`src/design/rd_reorder_params.svh`:
```
//**************************************************************************
// RB_DEPTH must stay equal to 2**RB_TAG_W since every tag value owns an entry
//**************************************************************************
`ifndef RD_REORDER_PARAMS_SVH
`define RD_REORDER_PARAMS_SVH

// width of the buffer tag that the controller echoes with each return
`define RB_TAG_W 5

// number of buffer entries, one per tag value
`define RB_DEPTH 32

// width of one returned read word, a single beat per request
`define RB_DATA_W 64

`endif

```
`src/design/rd_reorder_pkg.sv`:
```
//**************************************************************************
// types for the read reorder buffer, sized from the params header
//**************************************************************************
`include "rd_reorder_params.svh"

package rd_reorder_pkg;

  // buffer tag, which is also the index of the entry it labels
  typedef logic [`RB_TAG_W-1:0] tag_t;

  // drain pointer, the tag bits with one phase bit above them
  // the phase bit flips on every wrap of the index
  typedef logic [`RB_TAG_W:0] ptr_t;

  // one read data word
  typedef logic [`RB_DATA_W-1:0] data_t;

  // occupancy count, one bit wider than a tag so a full buffer fits
  typedef logic [`RB_TAG_W:0] occ_t;

endpackage

```
`src/design/rd_tag_alloc.sv`:
```
//**************************************************************************
// the request source must not pulse rd_accepted while rd_buf_full is high
//**************************************************************************
`include "rd_reorder_params.svh"

module rd_tag_alloc (
  input  logic                  clk,
  input  logic                  rst,
  input  logic                  rd_accepted,
  input  logic                  retire,
  output rd_reorder_pkg::tag_t  rd_data_buf_addr,
  output logic                  rd_buf_full
);

  import rd_reorder_pkg::*;

  // number of entries that hold an issued but not yet delivered request
  occ_t occ_cnt;

  //************************************************************************
  // tag counter
  //************************************************************************

  // each accepted read takes the current tag, so the next one is
  // offered from the following cycle on
  // the counter wraps at the buffer depth by its own width
  always_ff @(posedge clk) begin
    if (rst) begin
      rd_data_buf_addr <= '0;
    end else if (rd_accepted) begin
      rd_data_buf_addr <= rd_data_buf_addr + tag_t'(1);
    end
  end

  //************************************************************************
  // occupancy counter
  //************************************************************************

  // rises on an accepted request and falls on a delivered word
  // when both land in the same cycle the count holds
  always_ff @(posedge clk) begin
    if (rst) begin
      occ_cnt <= '0;
    end else begin
      case ({rd_accepted, retire})
        2'b10:   occ_cnt <= occ_cnt + occ_t'(1);
        2'b01:   occ_cnt <= occ_cnt - occ_t'(1);
        default: occ_cnt <= occ_cnt;
      endcase
    end
  end

  // look ahead by one request so the source sees the flag in the same
  // cycle it takes the last free entry
  assign rd_buf_full = (occ_cnt == occ_t'(`RB_DEPTH)) ||
                       ((occ_cnt == occ_t'(`RB_DEPTH - 1)) && rd_accepted);

  // every delivered word belongs to an earlier accepted request
  a_no_retire_when_empty : assert property (@(posedge clk) disable iff (rst)
    retire |-> (occ_cnt != occ_t'(0)))
    else $error("retire seen with no outstanding request");

  // the source has to honour the full flag it saw in the previous cycles
  a_no_accept_when_full : assert property (@(posedge clk) disable iff (rst)
    rd_accepted |-> (occ_cnt != occ_t'(`RB_DEPTH)))
    else $error("read accepted while all entries are occupied");

endmodule

```
`src/design/rd_return_store.sv`:
```
//**************************************************************************
// each issued tag must return exactly once, returns have no back-pressure
//**************************************************************************
`include "rd_reorder_params.svh"

module rd_return_store (
  input  logic                   clk,
  input  logic                   rst,
  input  logic                   rd_data_en,
  input  rd_reorder_pkg::tag_t   rd_data_addr,
  input  rd_reorder_pkg::data_t  rd_data,
  input  rd_reorder_pkg::tag_t   drain_idx,
  output logic                   entry_sts,
  output rd_reorder_pkg::data_t  entry_data
);

  import rd_reorder_pkg::*;

  // data words, indexed by the tag echoed with the return
  data_t data_mem [`RB_DEPTH];

  // one status bit per entry, flipped by every return to that entry
  logic [`RB_DEPTH-1:0] sts_r;

  //************************************************************************
  // write side, driven by the controller returns
  //************************************************************************

  // the word lands under its tag whatever the drain is doing
  // a bypassed word is written too, the drain simply never reads it back
  always_ff @(posedge clk) begin
    if (rd_data_en) begin
      data_mem[rd_data_addr] <= rd_data;
    end
  end

  // flipping instead of setting lets the drain tell a fresh return from
  // a stale one left over from the previous lap of the index
  always_ff @(posedge clk) begin
    if (rst) begin
      sts_r <= '0;
    end else if (rd_data_en) begin
      sts_r[rd_data_addr] <= ~sts_r[rd_data_addr];
    end
  end

  //************************************************************************
  // read side, looked up at the drain index
  //************************************************************************

  // asynchronous read, like a distributed RAM
  // a return written in this cycle is not yet visible here
  assign entry_sts  = sts_r[drain_idx];
  assign entry_data = data_mem[drain_idx];

  // an unknown tag would flip some unrelated status bit
  a_ret_addr_known : assert property (@(posedge clk) disable iff (rst)
    rd_data_en |-> !$isunknown(rd_data_addr))
    else $error("return strobe with unknown tag");

endmodule

```
`src/design/rd_inorder_drain.sv`:
```
//**************************************************************************
// the application takes every word in its valid cycle, there is no ready
//**************************************************************************
`include "rd_reorder_params.svh"

module rd_inorder_drain (
  input  logic                   clk,
  input  logic                   rst,
  input  logic                   rd_data_en,
  input  rd_reorder_pkg::tag_t   rd_data_addr,
  input  rd_reorder_pkg::data_t  rd_data,
  input  logic                   entry_sts,
  input  rd_reorder_pkg::data_t  entry_data,
  output rd_reorder_pkg::tag_t   drain_idx,
  output logic                   app_rd_data_valid,
  output rd_reorder_pkg::data_t  app_rd_data
);

  import rd_reorder_pkg::*;

  // read pointer, index in the low bits and the lap phase on top
  ptr_t rd_ptr;
  logic phase;

  // head entry decisions for the current cycle
  logic head_ready;
  logic bypass;
  logic deliver;

  assign drain_idx = rd_ptr[`RB_TAG_W-1:0];
  assign phase     = rd_ptr[`RB_TAG_W];

  //************************************************************************
  // head decision
  //************************************************************************

  // the status bit starts equal to the phase and a return flips it, so a
  // mismatch means the word for this lap has already been stored
  assign head_ready = (entry_sts != phase);

  // a return for the head tag in this cycle is not in the store yet, so it
  // is caught here and sent straight to the output register
  assign bypass = rd_data_en && (rd_data_addr == drain_idx);

  assign deliver = head_ready || bypass;

  //************************************************************************
  // pointer and output registers
  //************************************************************************

  // one step per delivered word, so at most one word leaves per cycle
  // the carry out of the index bits flips the phase on each wrap
  always_ff @(posedge clk) begin
    if (rst) begin
      rd_ptr <= '0;
    end else if (deliver) begin
      rd_ptr <= rd_ptr + ptr_t'(1);
    end
  end

  always_ff @(posedge clk) begin
    if (rst) begin
      app_rd_data_valid <= 1'b0;
    end else begin
      app_rd_data_valid <= deliver;
    end
  end

  // the incoming word wins on a bypass since the stored copy is stale
  always_ff @(posedge clk) begin
    if (deliver) begin
      app_rd_data <= bypass ? rd_data : entry_data;
    end
  end

  // the head tag cannot come back while its word for this lap is already
  // stored, that would be a second return of the same request
  a_single_return : assert property (@(posedge clk) disable iff (rst)
    bypass |-> !head_ready)
    else $error("head tag returned while its word was already stored");

endmodule

```
`src/design/rd_reorder_top.sv`:
```
//**************************************************************************
// read reorder buffer, 32 tags, one returned word per request
//**************************************************************************

module rd_reorder_top (
  input  logic                   clk,
  input  logic                   rst,
  // request side
  input  logic                   rd_accepted,
  output rd_reorder_pkg::tag_t   rd_data_buf_addr,
  output logic                   rd_buf_full,
  // returns from the memory controller
  input  logic                   rd_data_en,
  input  rd_reorder_pkg::tag_t   rd_data_addr,
  input  rd_reorder_pkg::data_t  rd_data,
  // in-order data to the application
  output logic                   app_rd_data_valid,
  output rd_reorder_pkg::data_t  app_rd_data
);

  import rd_reorder_pkg::*;

  // head lookup between the drain and the store
  tag_t  drain_idx;
  logic  entry_sts;
  data_t entry_data;

  // tags out to the controller, occupancy and the full flag
  // every delivered word frees one entry
  rd_tag_alloc u_tag_alloc (
    .clk              (clk),
    .rst              (rst),
    .rd_accepted      (rd_accepted),
    .retire           (app_rd_data_valid),
    .rd_data_buf_addr (rd_data_buf_addr),
    .rd_buf_full      (rd_buf_full)
  );

  // out-of-order returns are parked here under their tag
  rd_return_store u_return_store (
    .clk          (clk),
    .rst          (rst),
    .rd_data_en   (rd_data_en),
    .rd_data_addr (rd_data_addr),
    .rd_data      (rd_data),
    .drain_idx    (drain_idx),
    .entry_sts    (entry_sts),
    .entry_data   (entry_data)
  );

  // walks the tags in request order and hands words to the application
  rd_inorder_drain u_inorder_drain (
    .clk               (clk),
    .rst               (rst),
    .rd_data_en        (rd_data_en),
    .rd_data_addr      (rd_data_addr),
    .rd_data           (rd_data),
    .entry_sts         (entry_sts),
    .entry_data        (entry_data),
    .drain_idx         (drain_idx),
    .app_rd_data_valid (app_rd_data_valid),
    .app_rd_data       (app_rd_data)
  );

endmodule

```
`config.mk`:
```
export PLATFORM = sky130hd
export DESIGN_NAME = rd_reorder_top
export DESIGN_NICKNAME = d
export VERILOG_FILES = /design/src/design/rd_reorder_pkg.sv /design/src/design/rd_tag_alloc.sv /design/src/design/rd_return_store.sv /design/src/design/rd_inorder_drain.sv /design/src/design/rd_reorder_top.sv
export VERILOG_INCLUDE_DIRS = /design/src /design/src/design
export SDC_FILE = /design/constraint.sdc
export NUM_CORES = 2
export LEC_CHECK = 0
export BUFFER_PORTS_ARGS = -buffer_cell sky130_fd_sc_hd__buf_2
export CORE_MARGIN = 2
export CORE_UTILIZATION = 41
export CTS_CLUSTER_DIAMETER = 80
export DETAILED_ROUTE_END_ITERATION = 7
export PLACE_DENSITY = 0.58
export SYNTH_ARGS = -nofsm -noshare
export SYNTH_HDL_FRONTEND = slang
export SYNTH_SLANG_ARGS = --single-unit
```
`constraint.sdc`:
```
create_clock -name clk -period 8.8 [get_ports clk]
set_input_delay 1.76 -clock clk [delete_from_list [all_inputs] [get_ports clk]]
set_output_delay 1.76 -clock clk [all_outputs]
set_load 0.02 [all_outputs]
```
; ---- Yosys cells after proc, flatten, opt, wreduce, memory -nomap -nowiden
; Memories as Yosys holds them, arrays and structs flattened. A register that Yosys moved wholly into a read port is not among the register bits.
; Index checks and enable logic that the tools add are counted.
[word_totals]
register_bits = 50
mem_bits_rw = 2048
inputBits = 73
out_inout_bits = 71
n_memories = 1
[mem_list]
columns = name, depth, word_bits, rd, rd_clocked_by_memory_dff, write_ports, line_no
row1 = u_return_store.data_mem, 32, 64, 1, 1, 1, rd_return_store.sv:20  ; data_t data_mem [`RB_DEPTH];
[op_classes]
n_addsub = 4
n_lt_le_gt_ge = 3
eq_ne = 6
n_mux = 10
bitwise = 1
reduce_logical = 6
[ops]
columns = op, n
row1 = bitwise mux 32 bit, 1
row2 = "adder 6 x 1 -> 6 bit, second input constant", 2
row3 = "< comparator 5 x 6 -> 1 bit, second input constant", 2
row4 = one-hot mux 6 bit (2 select lines), 1
row5 = binary-select mux 1 bit (select 5 bit), 2
row6 = "equality test 6 x 5 -> 1 bit, second input constant", 1
row7 = "equality test 6 bit, second input constant", 1
row8 = "subtractor 6 x 1 -> 6 bit, second input constant", 1
row9 = "adder 5 x 1 -> 5 bit, second input constant", 1
row10 = demux 1 bit (select 5 bit), 1
row11 = equality test 5 bit, 1
row12 = "greater-or-equal comparator 5 x 1 -> 1 bit, second input constant", 1
row13 = 2-to-1 mux 1 bit, 5
row14 = logical AND 1 bit, 3
row15 = "equality test 2 x 1 -> 1 bit, second input constant", 1
row16 = "equality test 2 bit, second input constant", 1
row17 = logical OR 1 bit, 2
row18 = nonzero test 2 bit, 1
row19 = inequality test 1 bit, 1
row20 = NOT 1 bit, 1

; ---- Longest topological paths before layout
[depth]
word_depth = 5
depth_mapped = 12

; ---- Cells and area by module
; From an unflattened synthesis, not the netlist that was laid out.
[unflattened]
cells_unflattened = 3821
hier_area_um2 = 84049.4
[by_module_without_submodules]
columns = module, n_inst, cells_each, area_each_um2
row1 = rd_return_store, 1, 3537, 79907.9
row2 = rd_inorder_drain, 1, 201, 3395.8
row3 = rd_tag_alloc, 1, 83, 745.7

; ---- Worst setup path after synthesis
; Ideal clock, no wire load.
[synth_timing]
path_type = input to register
from = in rd_data_addr[3]
to = reg u_inorder_drain.app_rd_data[0] (read register of u_return_store.data_mem), enable pin
t_arrival_ns = 5.600
required_time_ns = 8.314
setup_slack_ns = 2.714
cell_stages = 9
n_path_buf = 3
path_cell_list = buf_2 xor2_1 nor4_1 and3_1 clkbuf_1 nor2b_1 o21a_1 buf_6 nor2_1
[synth_via]
elab_chain_cells = 3
[synth_rtl]
columns = item, line_no
row1 = "start, declared", rd_reorder_top.sv:14  ; input rd_reorder_pkg::tag_t rd_data_addr,
row2 = equality test 5 bit, rd_inorder_drain.sv:43  ; assign bypass = rd_data_en && (rd_data_addr == drain_idx);
row3 = logical AND 1 bit, rd_inorder_drain.sv:43
row4 = logical OR 1 bit, rd_inorder_drain.sv:45  ; assign deliver = head_ready || bypass;
row5 = named net u_inorder_drain.deliver, rd_inorder_drain.sv:28  ; logic deliver;
row6 = "end, declared", rd_inorder_drain.sv:16  ; output rd_reorder_pkg::data_t app_rd_data
; The timed path passes the listed nets, and every way through them passes these cells.
; A chain may end at the register's enable or synchronous reset.

; ---- Final worst setup path
[layout_timing]
from = reg u_inorder_drain.rd_ptr[1]
to = reg u_inorder_drain.app_rd_data[42] (read register of u_return_store.data_mem), data pin
[layout_via]
elab_chain_cells = 4
word_cells_on_any_way = 6
cone_classes = eq/ne (2) / mux (2) / reduce/logical (2)
[layout_rtl]
columns = item, line_no
row1 = "start, declared", rd_inorder_drain.sv:22  ; ptr_t rd_ptr;
row2 = "start signal, assigned", rd_inorder_drain.sv:57  ; rd_ptr <= rd_ptr + ptr_t'(1);
row3 = binary-select mux 1 bit (select 5 bit), rd_return_store.sv:53  ; assign entry_sts = sts_r[drain_idx];
row4 = 2-to-1 mux 1 bit (implied by the code), rd_return_store.sv:53
row5 = inequality test 1 bit, rd_inorder_drain.sv:39  ; assign head_ready = (entry_sts != phase);
row6 = logical OR 1 bit, rd_inorder_drain.sv:45
; Parallel ways exist; a longest one is shown, timed or not. The select of a mux whose other input is x is not followed.

==> results.py <==
metrics = {
    "outcome": {
        "outcome": "completed",
    },
    "floorplanning": {
        "die_x_um": 454,
        "dieArea_um2": 206000,
        "ios": 144,
        "fp.coreArea_um2": 202000,
        "initial_utilization_pct": 41.2,
        "die_h_um": 454,
        "row_count": 165,
    },
    "synthesis": {
        "yosysSeqAreaShare_pct": 77.6,
        "synth-edff-count": 2112,
        "syn-mean-instance-area_um2": 23.1,
        "ys_warn_count": 0,
        "synthCells": 3596,
        "netlist.area_leader.share_pct": 76.4,
        "synth_area_leaders": "edfxtp_1 (76%), mux4_2 (17%), mux2i_1 (1.2%)",
        "synthFlopType": "edfxtp_1",
        "synth_async_sr_flop_share_pct": 0,
        "syn_area_um2": 83000,
        "synth_top_cell_by_area": "edfxtp_1",
        "ys_seq_elements": 2162,
        "syn_nets": 3674,
        "yosysUniqueCellTypes": 51,
    },
    "global_route": {
        "gr-total-overflow": 0,
        "grt_antenna_before_repair": 15,
        "grt_max_degree": 129,
        "grt_first_pass_wirelength_mm": 286,
        "grt_use_total_pct": 19.3,
        "grt_pass1_vias": 39400,
    },
    "drt": {
        "via_per_inst": 5.71,
        "final_antenna_net_count": 0,
        "first_pass_iters": 7,
        "drt_first_iter_violations": 4066,
        "wl_per_cell_um": 29.5,
        "drt_wl_total_mm": 198,
        "drc": 0,
        "vias": 38200,
    },
    "run": {
        "cap_violations": 0,
    },
    "place": {
        "dpl.hpwl_mm": 105,
        "io_buffers": 143,
        "place_congestion": 0.741,
    },
    "critical_path": {
        "critPathArrivalTime_ns": 4.91,
        "required_ns": 9.40,
        "cp_max_fo": 128,
        "r2r_cells": 6,
        "reg2reg_slack_ns": 4.48,
        "cp-start-kind": "register",
        "endpoint_kind": "register",
        "path_class": "reg2reg",
    },
    "pwr": {
        "pwr-share-seq_pct": 49.5,
        "power.leakage_uw": 0.0283,
        "intPower_uw": 18200,
        "comb_power_share_pct": 10.6,
        "power_density_nw_per_um2": 249,
        "p_total_uw": 23600,
        "p_sw_share_pct": 22.9,
        "p_switching_uw": 5380,
        "vdd_ir_drop_max_v": 0.000263,
        "clockPowerShare_pct": 39.8,
    },
    "clock_tree": {
        "ctsHoldBuffers": 0,
        "cts_sinks": 2162,
        "cts_tree": "yes",
        "clockBufferDepth": 3,
        "clk_pin_slew_worst_paths_ns": 0.06,
        "cts_setup_buffers": 0,
        "cts_made_buffers": 218,
        "cts-resized-gates": 0,
        "clk_latency_ns": 0.89,
        "htree_num_levels": 4,
        "clockRootBuffer": "clkbuf_16",
    },
    "timing": {
        "finalSetupViolations": 0,
        "relSlewSlack_pct": 21.4,
        "finalMaxSlewViolations": 0,
        "setup-tns-final_ns": 0,
        "fin_crit_ns": 4.32,
        "skew_ns": 0.0596,
        "hold_viol_final": 0,
        "tightestPinTransition_ns": 1.18,
        "rsz0062_at_grt": "false",
        "max_freq_mhz": 232,
        "fin_crit_sh_pct": 49.0,
    },
    "finish": {
        "final_nets": 3909,
        "area.growth.synth_to_final_pct": 13.8,
        "drive_above_1_share_pct": 29.5,
    },
    "min_path": {
        "worstHoldPathType": "reg2reg",
        "hold_depth": 2,
    },
}
[synth_stat cells (11+ instances only)]
cell type / instances
edfxtp_1: 2112
mux4_2: 615
mux2i_1: 101
buf_2: 96
nor2_1: 80
clkbuf_1: 74
nand2_1: 73
o21ai_0: 72
nor3_1: 66
dfxtp_1: 50
a21oi_1: 47
a211oi_1: 43
nor2b_1: 38
buf_1: 21
buf_4: 15
xor2_1: 11
[worst max-delay path, cell delays in order, from the launching register on]
cell and delay, ns:
dfxtp_4 0.89, buf_12 0.56, buf_4 0.77, mux4_2 0.47
mux4_2 0.46, mux2i_1 0.43, o21ai_0 0.14
[registers in the layout, summed over array words and instances (netlist names)]
| signal | count |
|---|---|
| u_inorder_drain.app_rd_data | 64 |
| u_tag_alloc.occ_cnt | 6 |
| u_return_store.data_mem | 2048 |
| u_tag_alloc.rd_data_buf_addr | 5 |
| u_return_store.sts_r | 32 |
| u_inorder_drain.app_rd_data_valid | 1 |
| u_inorder_drain.rd_ptr | 6 |
[cells by family after synthesis]
| kind of cell | count (synthesis) | synth area share (%) |
|---|---|---|
| AND/OR/NAND/NOR | 291 | 1.66 |
| adder cells (fa/ha/maj) | 5 | 0.0753 |
| flip-flops | 2162 | 77.6 |
| buffers and inverters | 216 | 1.23 |
| XOR/XNOR | 15 | 0.158 |
| multiplexers | 719 | 17.9 |
| AO/OA/AOI/OAI | 188 | 1.34 |
[power groups by stage]
stage / clock (uW) / sequential, uW / combinational, uW
after floorplan: 0 / 11900 / 1780
after global placement: 0 / 11900 / 2570
after detailed placement: 0 / 11900 / 2580
after CTS: 9580 / 11700 / 2590
after global routing: 9950 / 11700 / 2720
final: 9380 / 11700 / 2510
[placed cells by master, fill, tap and decap left out, types with 33 or more instances in the layout]
master     count
nor3_1        66
nor2b_1       38
a211oi_1      43
buf_4         74
clkbuf_1      50
edfxtp_1    2112
a21oi_1       47
buf_2        143
nand2_1       73
o21ai_0       72
clkinv_1      55
clkbuf_16    218
mux2i_1      101
nor2_1        47
mux4_2       615
nor2_4        33
dfxtp_1       46
[final cells by class]
type / instances / area (um^2)
fill: 16400 / 107000
clock buffer: 270 / 5670
clock inverter: 136 / 1670
timing repair buffer: 226 / 1450
antenna: 3 / 7.51
multi-input combinational: 1218 / 17800
sequential: 2162 / 64400
inverter: 5 / 26.3
tap: 2672 / 3340
[per-layer routing]
layer | track usage [%] | wire (um) | part of all wire, %
met2 | 32.0 | 98900 | 50
met1 | 27.2 | 85200 | 43
met3 | 2.68 | 9890 | 5.0
met4 | 4.32 | 3550 | 1.8
met5 | 0 | 35 | 0.018
[metrics by stage]
stage	hold slack, ns	cells	utilization (%)	cell area [um^2]	setup WS (ns)
global placement	0.490	6283	43.2	87100	3.64
detailed placement	0.493	6283	43.2	87100	3.63
CTS	0.501	6689	46.8	94400	4.36
floorplan	0.466	3596	-	83000	2.71
global route	0.532	6691	46.8	94400	4.19
finish	0.501	6692	46.8	94400	4.48
[final timing paths]
check                                               start                         endpoint
worst max-delay path            u_inorder_drain.rd_ptr[1]  u_inorder_drain.app_rd_data[42]
worst min-delay path               u_tag_alloc.occ_cnt[5]           u_tag_alloc.occ_cnt[5]
worst max register to register  u_inorder_drain.rd_ptr[1]  u_inorder_drain.app_rd_data[42]
worst min register to register     u_tag_alloc.occ_cnt[5]           u_tag_alloc.occ_cnt[5]
No activity file was read; power rests on OpenSTA's default activity.
